===== src/verilog/cpu_types_pkg.sv =====
package cpu_types_pkg;

  // datapath and bus word
  localparam int WORD_W = 32;

  typedef logic [WORD_W-1:0] word_t;

  // processor side request, held stable until dhit
  typedef struct packed {
    logic  ren;
    logic  wen;
    logic  halt;
    word_t addr;
    word_t store;
  } dcache_req_t;

  // memory side request, held stable while dwait is high
  typedef struct packed {
    logic  ren;
    logic  wen;
    word_t addr;
    word_t store;
  } mem_req_t;

endpackage


===== src/verilog/dcache_pkg.sv =====
package dcache_pkg;

  // geometry
  localparam int N_SETS = 8;
  localparam int N_WORDS = 2;
  localparam int TAG_W = 26;
  localparam int IDX_W = 3;

  // hit count lands here at the end of a flush
  localparam cpu_types_pkg::word_t HIT_COUNT_ADDR = 32'h0000_3100;

  typedef struct packed {
    logic [TAG_W-1:0] tag;
    logic [IDX_W-1:0] idx;
    logic             blkoff;
    logic [1:0]       byteoff;
  } dcache_addr_t;

  typedef struct packed {
    logic                                valid;
    logic                                dirty;
    logic [TAG_W-1:0]                    tag;
    cpu_types_pkg::word_t [N_WORDS-1:0] data;
  } frame_t;

  // write command into one way
  typedef struct packed {
    logic                 write_word;
    logic                 fill_word;
    logic                 set_valid;
    logic                 clear_dirty;
    logic                 write_tag;
    logic                 word_sel;
    cpu_types_pkg::word_t data;
  } frame_cmd_t;

  typedef enum logic [3:0] {
    IDLE,
    WB0,
    WB1,
    LD0,
    LD1,
    FLUSH_CHECK,
    FLUSH_WB0,
    FLUSH_WB1,
    STORE_COUNT,
    DONE
  } cu_state_t;

endpackage


===== src/verilog/dcache.sv =====
`timescale 1ns/1ps

module dcache (
  input  logic                       CLK,
  input  logic                       nRST,
  input  cpu_types_pkg::dcache_req_t dreq,
  input  logic                       dwait,
  input  cpu_types_pkg::word_t       dload,
  output logic                       dhit,
  output cpu_types_pkg::word_t       dmemload,
  output logic                       flushed,
  output cpu_types_pkg::mem_req_t    mreq
);

  dcache_pkg::dcache_addr_t      req_addr;
  dcache_pkg::dcache_addr_t      read_addr;
  dcache_pkg::frame_t            frame [2];
  dcache_pkg::frame_cmd_t        way_cmd [2];
  dcache_pkg::frame_cmd_t        fill_cmd;
  logic [1:0]                    way_hit;
  logic [dcache_pkg::N_SETS-1:0] lru;
  logic                          victim_way;
  logic                          flush_way;
  logic                          busy;
  logic                          flush_clean;
  logic                          flush_en;
  logic                          count_en;
  logic [dcache_pkg::IDX_W:0]    flush_count;
  logic                          flush_wrapped;
  cpu_types_pkg::word_t          hit_count;

  assign req_addr = dreq.addr;

  // flush walk reads the set under the walk counter
  always_comb
  begin
    read_addr = req_addr;
    if (dreq.halt)
      read_addr.idx = flush_count[dcache_pkg::IDX_W-1:0];
  end

  assign victim_way = lru[req_addr.idx];
  assign flush_way = flush_count[dcache_pkg::IDX_W];

  dcache_frame_array way0 (
    .CLK(CLK),
    .nRST(nRST),
    .idx(read_addr),
    .cmd(way_cmd[0]),
    .frame(frame[0]),
    .hit(way_hit[0])
  );

  dcache_frame_array way1 (
    .CLK(CLK),
    .nRST(nRST),
    .idx(read_addr),
    .cmd(way_cmd[1]),
    .frame(frame[1]),
    .hit(way_hit[1])
  );

  dcache_control_unit control_unit (
    .CLK(CLK),
    .nRST(nRST),
    .dreq(dreq),
    .any_hit(|way_hit),
    .victim(frame[victim_way]),
    .dwait(dwait),
    .dload(dload),
    .flush_count(flush_count),
    .flush_wrapped(flush_wrapped),
    .hit_count(hit_count),
    .flush_frame(frame[flush_way]),
    .mreq(mreq),
    .fill_cmd(fill_cmd),
    .flush_clean(flush_clean),
    .flush_en(flush_en),
    .count_en(count_en),
    .busy(busy),
    .flushed(flushed)
  );

  event_counter #(.WIDTH(32)) hit_counter (
    .CLK(CLK),
    .nRST(nRST),
    .clear(1'b0),
    .enable(count_en),
    .count(hit_count),
    .wrapped()
  );

  // walks {way, set} during the flush, parked at zero otherwise
  event_counter #(.WIDTH(dcache_pkg::IDX_W + 1)) flush_counter (
    .CLK(CLK),
    .nRST(nRST),
    .clear(!busy),
    .enable(flush_en),
    .count(flush_count),
    .wrapped(flush_wrapped)
  );

  assign dhit = (dreq.ren || dreq.wen) && (|way_hit) && !busy;
  assign dmemload = way_hit[1] ? frame[1].data[req_addr.blkoff]
                               : frame[0].data[req_addr.blkoff];

  // store hits into the hitting way, fills into the victim way
  always_comb
  begin
    for (int w = 0; w < 2; w++)
    begin
      way_cmd[w] = '0;
      if (dhit && dreq.wen && way_hit[w])
      begin
        way_cmd[w].write_word = 1'b1;
        way_cmd[w].word_sel = req_addr.blkoff;
        way_cmd[w].data = dreq.store;
      end
      else if (busy && victim_way == w[0])
        way_cmd[w] = fill_cmd;
      if (flush_clean && flush_way == w[0])
        way_cmd[w].clear_dirty = 1'b1;
    end
  end

  // lru bit names the way to replace next
  always_ff @(posedge CLK, negedge nRST)
  begin
    if (!nRST)
      lru <= '0;
    else if (dhit)
      lru[req_addr.idx] <= way_hit[0];
  end

  // a block lives in at most one way
  assert property (@(posedge CLK) disable iff (!nRST) !(way_hit[0] && way_hit[1]));

endmodule


===== src/verilog/dcache_control_unit.sv =====
`timescale 1ns/1ps

module dcache_control_unit (
  input  logic                        CLK,
  input  logic                        nRST,
  input  cpu_types_pkg::dcache_req_t  dreq,
  input  logic                        any_hit,
  input  dcache_pkg::frame_t          victim,
  input  logic                        dwait,
  input  cpu_types_pkg::word_t        dload,
  input  logic [dcache_pkg::IDX_W:0]  flush_count,
  input  logic                        flush_wrapped,
  input  cpu_types_pkg::word_t        hit_count,
  input  dcache_pkg::frame_t          flush_frame,
  output cpu_types_pkg::mem_req_t     mreq,
  output dcache_pkg::frame_cmd_t      fill_cmd,
  output logic                        flush_clean,
  output logic                        flush_en,
  output logic                        count_en,
  output logic                        busy,
  output logic                        flushed
);

  dcache_pkg::cu_state_t    state;
  dcache_pkg::cu_state_t    next_state;
  dcache_pkg::dcache_addr_t req_addr;
  logic                     req;
  logic                     fill_done;
  logic [dcache_pkg::IDX_W-1:0] flush_idx;

  assign req_addr = dreq.addr;
  assign req = dreq.ren || dreq.wen;
  assign flush_idx = flush_count[dcache_pkg::IDX_W-1:0];

  always_ff @(posedge CLK, negedge nRST)
  begin
    if (!nRST)
    begin
      state <= dcache_pkg::IDLE;
      fill_done <= 1'b0;
    end
    else
    begin
      state <= next_state;
      fill_done <= (state == dcache_pkg::LD1) && !dwait;
    end
  end

  always_comb
  begin
    next_state = state;
    mreq = '0;
    fill_cmd = '0;
    fill_cmd.data = dload;
    flush_clean = 1'b0;
    flush_en = 1'b0;
    case (state)
      dcache_pkg::IDLE:
      begin
        if (dreq.halt)
          next_state = dcache_pkg::FLUSH_CHECK;
        else if (req && !any_hit)
          next_state = (victim.valid && victim.dirty) ? dcache_pkg::WB0 : dcache_pkg::LD0;
      end
      dcache_pkg::WB0, dcache_pkg::WB1:
      begin
        mreq.wen = 1'b1;
        mreq.addr = {victim.tag, req_addr.idx, state == dcache_pkg::WB1, 2'b00};
        mreq.store = victim.data[state == dcache_pkg::WB1];
        if (!dwait)
          next_state = (state == dcache_pkg::WB0) ? dcache_pkg::WB1 : dcache_pkg::LD0;
      end
      dcache_pkg::LD0, dcache_pkg::LD1:
      begin
        mreq.ren = 1'b1;
        mreq.addr = {req_addr.tag, req_addr.idx, state == dcache_pkg::LD1, 2'b00};
        fill_cmd.word_sel = (state == dcache_pkg::LD1);
        if (!dwait)
        begin
          fill_cmd.fill_word = 1'b1;
          // tag, valid and clean only once the block is complete
          if (state == dcache_pkg::LD1)
          begin
            fill_cmd.write_tag = 1'b1;
            fill_cmd.set_valid = 1'b1;
            fill_cmd.clear_dirty = 1'b1;
            next_state = dcache_pkg::IDLE;
          end
          else
            next_state = dcache_pkg::LD1;
        end
      end
      dcache_pkg::FLUSH_CHECK:
      begin
        if (flush_frame.valid && flush_frame.dirty)
          next_state = dcache_pkg::FLUSH_WB0;
        else
        begin
          flush_en = 1'b1;
          if (flush_wrapped)
            next_state = dcache_pkg::STORE_COUNT;
        end
      end
      dcache_pkg::FLUSH_WB0, dcache_pkg::FLUSH_WB1:
      begin
        mreq.wen = 1'b1;
        mreq.addr = {flush_frame.tag, flush_idx, state == dcache_pkg::FLUSH_WB1, 2'b00};
        mreq.store = flush_frame.data[state == dcache_pkg::FLUSH_WB1];
        if (!dwait)
        begin
          if (state == dcache_pkg::FLUSH_WB0)
            next_state = dcache_pkg::FLUSH_WB1;
          else
          begin
            flush_clean = 1'b1;
            flush_en = 1'b1;
            next_state = flush_wrapped ? dcache_pkg::STORE_COUNT : dcache_pkg::FLUSH_CHECK;
          end
        end
      end
      dcache_pkg::STORE_COUNT:
      begin
        mreq.wen = 1'b1;
        mreq.addr = dcache_pkg::HIT_COUNT_ADDR;
        mreq.store = hit_count;
        if (!dwait)
          next_state = dcache_pkg::DONE;
      end
      default:
        next_state = state;
    endcase
  end

  // the hit right after a fill belongs to the miss
  assign count_en = (state == dcache_pkg::IDLE) && req && any_hit && !fill_done;
  assign busy = (state != dcache_pkg::IDLE);
  assign flushed = (state == dcache_pkg::DONE);

  assert property (@(posedge CLK) disable iff (!nRST) !(mreq.ren && mreq.wen));

  // bus request must not move while the memory stalls
  assert property (@(posedge CLK) disable iff (!nRST)
    (mreq.ren || mreq.wen) && dwait |=> $stable(mreq));

endmodule


===== src/verilog/dcache_frame_array.sv =====
`timescale 1ns/1ps

module dcache_frame_array (
  input  logic                     CLK,
  input  logic                     nRST,
  input  dcache_pkg::dcache_addr_t idx,
  input  dcache_pkg::frame_cmd_t   cmd,
  output dcache_pkg::frame_t       frame,
  output logic                     hit
);

  logic [dcache_pkg::N_SETS-1:0] valid;
  logic [dcache_pkg::N_SETS-1:0] dirty;
  logic [dcache_pkg::TAG_W-1:0]  tags [dcache_pkg::N_SETS];
  cpu_types_pkg::word_t [dcache_pkg::N_WORDS-1:0] data_mem [dcache_pkg::N_SETS];

  // status bits
  always_ff @(posedge CLK, negedge nRST)
  begin
    if (!nRST)
    begin
      valid <= '0;
      dirty <= '0;
    end
    else
    begin
      if (cmd.set_valid)
        valid[idx.idx] <= 1'b1;
      if (cmd.write_word)
        dirty[idx.idx] <= 1'b1;
      else if (cmd.clear_dirty)
        dirty[idx.idx] <= 1'b0;
    end
  end

  // tag and data storage
  always_ff @(posedge CLK)
  begin
    if (cmd.write_word || cmd.fill_word)
      data_mem[idx.idx][cmd.word_sel] <= cmd.data;
    if (cmd.write_tag)
      tags[idx.idx] <= idx.tag;
  end

  always_comb
  begin
    frame.valid = valid[idx.idx];
    frame.dirty = dirty[idx.idx];
    frame.tag = tags[idx.idx];
    frame.data = data_mem[idx.idx];
  end

  assign hit = frame.valid && (frame.tag == idx.tag);

  assert property (@(posedge CLK) disable iff (!nRST) !(cmd.write_word && cmd.fill_word));

endmodule


===== src/verilog/event_counter.sv =====
`timescale 1ns/1ps

module event_counter #(
  parameter int WIDTH = 32
) (
  input  logic             CLK,
  input  logic             nRST,
  input  logic             clear,
  input  logic             enable,
  output logic [WIDTH-1:0] count,
  output logic             wrapped
);

  always_ff @(posedge CLK, negedge nRST)
  begin
    if (!nRST)
      count <= '0;
    else if (clear)
      count <= '0;
    else if (enable)
      count <= count + 1'b1;
  end

  // high in the cycle the count rolls over to zero
  assign wrapped = enable && (&count);

  assert property (@(posedge CLK) disable iff (!nRST) !(clear && enable));

endmodule

===== config.mk =====
export PLATFORM = sky130hd
export DESIGN_NAME = dcache
export DESIGN_NICKNAME = d
export VERILOG_FILES = /design/src/verilog/cpu_types_pkg.sv /design/src/verilog/dcache_pkg.sv /design/src/verilog/dcache.sv /design/src/verilog/dcache_control_unit.sv /design/src/verilog/dcache_frame_array.sv /design/src/verilog/event_counter.sv
export SDC_FILE = /design/constraint.sdc
export NUM_CORES = 2
export LEC_CHECK = 0
export CAP_MARGIN = 20
export CORE_MARGIN = 1.5
export CORE_UTILIZATION = 27
export CTS_CLUSTER_SIZE = 16
export DETAILED_ROUTE_END_ITERATION = 12
export DONT_BUFFER_PORTS = 1
export GPL_ROUTABILITY_DRIVEN = 0
export PLACE_DENSITY = 0.49
export SKIP_LAST_GASP = 1
export SLEW_MARGIN = 25
export SYNTH_ARGS = -nofsm -noshare
export SYNTH_HDL_FRONTEND = slang
export SYNTH_SLANG_ARGS = --single-unit

===== constraint.sdc =====
create_clock -name CLK -period 8.1 [get_ports CLK]
set_input_delay 0.405 -clock CLK [delete_from_list [all_inputs] [get_ports CLK]]
set_output_delay 0.405 -clock CLK [all_outputs]
set_load 0.1 [all_outputs]

Word level (Yosys, flattened, before mapping)
Memories as Yosys holds them, arrays and structs flattened.
Cells that the tools add are included.
Storage, ports and cells
  bits in registers: 81
  RAM bits: 1440
  output and inout bits: 100
  logic and storage cells: 184
  memories kept: 4
Memory list
  way0.data_mem: words 8, width 64, read ports 1, clocked after memory_dff 0, write ports 1, line dcache_frame_array.sv:15  | cpu_types_pkg::word_t [dcache_pkg::N_WORDS-1:0] data_mem [dcache_pkg::N_SETS];
  way1.data_mem: words 8, width 64, read ports 1, clocked after memory_dff 0, write ports 1, line dcache_frame_array.sv:15
  way0.tags: words 8, width 26, read ports 1, clocked after memory_dff 0, write ports 1, line dcache_frame_array.sv:14  | logic [dcache_pkg::TAG_W-1:0] tags [dcache_pkg::N_SETS];
  way1.tags: words 8, width 26, read ports 1, clocked after memory_dff 0, write ports 1, line dcache_frame_array.sv:14
Operators by class
  $add $sub $neg: 2
  $lt $le $gt $ge: 13
  equality and inequality tests: 18
  multiplexer cells: 85
  bitwise logic cells: 11
  reductions and logical operators: 42
Operators with widths (count)
  92-bit 2-to-1 mux: 6
  32-bit 2-to-1 mux: 11
  64-bit 2-to-1 mux: 2
  32-bit one-hot mux with 4 select lines: 1
  32-bit one-hot mux with 3 select lines: 1
  37-bit 2-to-1 mux: 2
  33-bit 2-to-1 mux: 2
  32-bit demux with 1-bit select: 2
  4-bit 2-to-1 mux: 15
  26-bit equality test: 2
  32-bit by 1-bit adder with 32-bit output (second input constant): 1
  8-bit 2-to-1 mux: 4
  8-bit OR: 4
  1-bit 2-to-1 mux: 24
  4-bit one-hot mux with 6 select lines: 1
  1-bit logical AND: 23
  8-bit bitwise AND: 2
  4-bit by 3-bit equality test with 1-bit output (second input constant): 4
  1-bit binary-select mux with 3-bit select: 5
  1-bit by 2-bit less-than comparator with 1-bit output (second input constant): 5
  3-bit 2-to-1 mux: 3
  8-bit bitwise mux: 1
  4-bit by 2-bit equality test with 1-bit output (second input constant): 2
  4-bit equality test (second input constant): 2
  27 further kinds: 46

Depth between registers and ports, before layout
  depth after elaboration: 15
  mapped depth: 17
  mapped depth without buffers: 10

Hierarchy
A second synthesis with hierarchy kept.
Unflattened totals
  cell total of the unflattened synthesis: 3868
  area total of the unflattened synthesis: 64231.6 µm²
By module, submodules not included
  dcache_frame_array at way0: instances 1, cells each 1479, area an instance 27632.8 µm², sequential area each 22021.1 µm²
  dcache_frame_array at way1: instances 1, cells each 1453, area an instance 27607.7 µm², sequential area each 22021.1 µm²
  dcache: instances 1, cells each 405, area an instance 4560.6 µm², sequential area each 200.2 µm²
  dcache_control_unit: instances 1, cells each 332, area an instance 2497.4 µm², sequential area each 125.1 µm²
  event_counter at hit_counter: instances 1, cells each 181, area an instance 1705.4 µm², sequential area each 800.8 µm²
  event_counter at flush_counter: instances 1, cells each 18, area an instance 227.7 µm², sequential area each 100.1 µm²

Worst setup path after synthesis
No wires, ideal clock.
  path kind: input -> register
  from: input port dreq[64] (netlist name)
  to: memory way0.data_mem[0][0] (netlist name), enable pin
  arrival time: 5.410 ns
  path slack: 2.220 ns
  stages: 14
  buffers on the path: 4
  cells stage by stage: buf_4 > mux2_4 > buf_6 > buf_6 > buf_2 > mux2i_1 > a32o_1 > o21ai_0 > nor4b_1 > nand4_1 > or4_4 > nor2_4 > nand2_2 > a211oi_1
Between the ends
  word-level cells in the longest chain between the ends: 15
  elaborated cells between the ends (all ways): 27
RTL lines
  start, declared: line dcache.sv:6  | input cpu_types_pkg::dcache_req_t dreq,
  3-bit 2-to-1 mux *: line dcache.sv:38  | if (dreq.halt)
  memory read 8 x 26 bit / 1-bit binary-select mux with 3-bit select (equally long branches)
  26-bit equality test / 1-bit 2-to-1 mux (equally long branches): line dcache_frame_array.sv:53, dcache_frame_array.sv:47
  1-bit logical AND: line dcache_frame_array.sv:53  | assign hit = frame.valid && (frame.tag == idx.tag);
  2-bit OR reduction: line dcache.sv:103  | assign dhit = (dreq.ren || dreq.wen) && (|way_hit) && !busy;
  1-bit logical AND (2 in a row): line dcache.sv:103
  1-bit logical AND (2 in a row): line dcache.sv:113  | if (dhit && dreq.wen && way_hit[w])
  33-bit 2-to-1 mux: line dcache.sv:113
  1-bit by 2-bit less-than comparator with 1-bit output (not written as such) / 1-bit greater-or-equal comparator (equally long branches): line dcache_frame_array.sv:40  | data_mem[idx.idx][cmd.word_sel] <= cmd.data;
  1-bit logical AND (not written as such): line dcache_frame_array.sv:40
  32-bit 2-to-1 mux (not written as such): line dcache_frame_array.sv:40
  32-bit demux with 1-bit select
  64-bit 2-to-1 mux (not written as such): line dcache_frame_array.sv:40
  end, declared: line dcache_frame_array.sv:15
Every way passes the cells marked *; elsewhere a longest branch is shown, timed or not. The select of a mux whose other input is x is not followed.

Worst setup path in the final report
  from: register flush_counter.count[0]
  to: output port dmemload[31]
Between the ends
  word-level cells in the longest chain between the ends: 5
  elaborated cells between the ends (all ways): 13
RTL lines
  start, declared: line event_counter.sv:10  | output logic [WIDTH-1:0] count,
  start signal, assigned: line event_counter.sv:21  | count <= count + 1'b1;
  3-bit 2-to-1 mux *: line dcache.sv:38
  memory read 8 x 26 bit (tied with other cells)
  26-bit equality test (tied with other cells): line dcache_frame_array.sv:53
  1-bit logical AND (tied with other cells): line dcache_frame_array.sv:53
  32-bit 2-to-1 mux *: line dcache.sv:104  | assign dmemload = way_hit[1] ? frame[1].data[req_addr.blkoff]
  end, declared: line dcache.sv:10  | output cpu_types_pkg::word_t dmemload,
Marked as above.

==> run_results.csv <==
group,metric,value,unit
run_status,status,"complete, no violations",
drt,wl_per_cell,31.1,um
worst_setup_path,cp.arrival,6.59,ns
placement,portBuffers,0,
yosys,synth_top_family_by_area,"compound AO/OA/AOI/OAI gates",
floorplan,rows,176,
grt,grt_use_total,0.190,
yosys,ys_types,74,
yosys,avgSynthCellArea,15.1,um^2
sta,slew_violations,0,
sta,hold_viol,0,
worst_setup_path,startpoint,"flush_counter.count[0]",
worst_setup_path,path_cells,"mux2_8, buf_4, nand2_1, a32oi_1, a21boi_0, nor4_1, nand4_1, nor4_4, buf_4, buf_12, mux4_2, inv_1",
worst_setup_path,cp.required,7.70,ns
floorplan,die_h,485,um
drt,drtIter0Drc,4881,
yosys,syn_area,62800,um^2
placement,dp.cells,7058,
yosys,ys_seq_area_frac,0.721,
yosys,yosysTopAreaCell,"edfxtp_1",
yosys,ys_warn_count,0,
cells_and_area,regArea,45300,um^2
cts,cts_buffers,155,
sta,period_share,0.864,
worst_setup_path,worstSetupPathType,"reg -> out",
cts,clk_latency,0.83,ns
cts,clkTransAtPathRegs,0.06,ns
floorplan,die_area,236000,um^2
sta,rsz0062_at_grt,"false",
min_path,hp-start,"dreq[64]",
yosys,synth_most_common_cell,"edfxtp_1",
sta,fmax,143,MHz
cells_and_area,syn2layout_area_growth,16.2,%
drt,drt-vias-per-instance,5.48,
yosys,synthMuxAreaShare,0.0443,
sta,setup_viol,0,
cts,cts_tree,"built",
grt,antenna_found_initial,15,
yosys,netlist_instances,4158,
grt,grt_pass1_vias,38700,
worst_setup_path,crit_top_cell,"buf_4",
yosys,synth-main-ff-cell,"edfxtp_1",
yosys,async_flop_share,0.0533,
yosys,synth_edf_count,1440,
yosys,synthTopCellsByArea,"edfxtp_1 69%, dfrtp_1 3.2%, a22oi_1 3.0%",
yosys,synth_top_area_frac,0.688,
sta,relSlewSlack,0.269,
cells_and_area,n_fill_cell,22500,
placement,dpl.hpwl,136000,um
grt,grt_pass1_wl,317000,um
yosys,synthAdderAreaFrac,0.000398,
floorplan,core-area,231000,um^2
sta,worst_pin_slew,1.10,ns
grt,grt-ovfl-total,0,
flow_run,max-cap-violations,0,
pwr,power_density,314,nW/um^2
drt,first_pass_iters,6,
yosys,synth-seq-cells,1521,
drt,num_vias,40400,
sta,fin_worst_skew,0.0667,ns
worst_setup_path,worstSetupStartpointType,"flip-flop",
sta,timing.final.ws_setup,1.10,ns
sta,fin_crit,7.00,ns
floorplan,die_w,485,um
yosys,synthXorXnorAreaFrac,0.00544,
drt,wl,229000,um
floorplan,io-pin-count,202,
pwr,p_leak,24.7,nW
worst_setup_path,reg2reg_from,"flush_counter.count[0]",
cells_and_area,nNetsFinal,4328,
cts,cts_buffer_depth,3,
grt,grt_max_degree,92,
worst_setup_path,crit_fanout,91,
sta,fin_setup_tns,0,ns
cells_and_area,drive_above_1_share,0.135,
min_path,min_path_type,"in -> reg",
cts,ctsHtreeMaxLevel,4,
worst_setup_path,critPathMaxStageDelay,0.80,ns
yosys,synth_simple_gate_area_frac,0.0799,
cts,cts_resized,0,
cts,cts_sinks,1521,
cts,clockRootBuffer,"clkbuf_16",
yosys,synth_common_cells,"1440 x edfxtp_1, 456 x nand2_1, 255 x a22oi_1",
placement,dp_slack,1.90,ns
cells_and_area,multiInputGateArea,17000,um^2
drt,final_antenna_net_count,0,
cells_and_area,instances_no_fill,7368,
pwr,finalPower,0.0229,W
drt,drc,0,
floorplan,start_util,0.272,
pwr,peakVddDrop,284,uV
yosys,synth_compound_area_frac,0.127,
worst_setup_path,end_kind,"primary output",
worst_setup_path,cp_slowest_cell,"mux2_8",
[kinds of logic (layout without fill, tap and decap cells)]
| family | Yosys count | count (layout) |
|---|---|---|
| compound gates | 1043 | 1043 |
| other cells | 1 | 3 |
| simple gates | 1028 | 1028 |
| fa+ha+maj | 2 | 2 |
| mux | 197 | 197 |
| buf+inv | 327 | 509 |
| flops | 1521 | 1521 |
| xor+xnor | 39 | 39 |
[cell usage in the layout, fill, tap and decap left out, drive strengths merged, types with 56 or more instances in the layout]
cell / netlist / routed
and3: 121 / 121
nor2: 136 / 136
nand2: 457 / 457
dfrtp: 81 / 81
a22oi: 255 / 255
a32oi: 85 / 85
o21ai: 108 / 108
nand3: 84 / 84
edfxtp: 1440 / 1440
mux2i: 128 / 128
clkbuf: 159 / 194
a22o: 166 / 166
mux4: 64 / 64
inv: 46 / 56
buf: 121 / 154
a21oi: 77 / 77
a221oi: 110 / 110
[power by group]
group,internal (W),switching [W],leakage [nW]
clock network,0.00402,0.00317,2.42
logic,0.00144,0.00528,7.00
registers,0.00885,0.000120,15.3
[worst max-delay path: cells and delay by family, from the launching register on]
kind	cells	cell delay, ns
buf+inv	4	1.63
simple gates	4	1.50
mux	2	1.26
compound gates	2	0.66
flops	1	0.62
[path summary, 6_finish.rpt]
kind	slack, ns	endpoint	cells after the start
max in group asynchronous	7.45	flush_counter.count[3]	2
min in group asynchronous	0.22	way1.valid[0]	2
worst min-delay path	0.07	control_unit.state[1]	3
worst max-delay path	1.10	dmemload[31]	12
worst max register to register	1.79	way1.data_mem[2][55]	12
worst min register to register	0.46	way1.valid[1]	1
[metrics by stage]
step	utilization	hold slack (ns)	area, um^2
final	0.317	0.0656	73000
after floorplan	-	0.109	62800
after global routing	0.317	0.0651	73000
after CTS	0.317	0.00706	73000
after global placement	0.293	0.138	67500
after detailed placement	0.293	0.138	67600
[timing repair]
| item | in CTS | in global routing |
|---|---|---|
| buffers inserted | 0 | 0 |
| hold endpoints to repair | 509 | 0 |
| hold buffers | 35 | 0 |
[flip-flops by register name, summed over array words and instances (netlist names), named ones only]
name	count
flush_counter.count	4
way0.valid	8
way0.data_mem	512
lru	8
hit_counter.count	32
way1.tags	208
control_unit.fill_done	1
control_unit.state	4
way1.data_mem	512
way1.valid	8
way0.tags	208
[layout make-up]
class,instances,area share
clock inverter,80,0.0124
inverter,47,0.00242
clock buffer,194,0.0563
antenna,1,0.0000343
sequential,1521,0.620
tap,3026,0.0519
multi-input combinational,2311,0.232
timing repair buffer,188,0.0244
[per-layer routing]
metal | vias to the layer above | GRT usage | share of wire
met5 | - | 0 | 0.00042
met4 | 14 | 0.0550 | 0.029
met3 | 321 | 0.0459 | 0.087
met2 | 1780 | 0.307 | 0.47
met1 | 21400 | 0.251 | 0.41
li1 | 16900 | - | -
(Power assumes the default switching activity.)
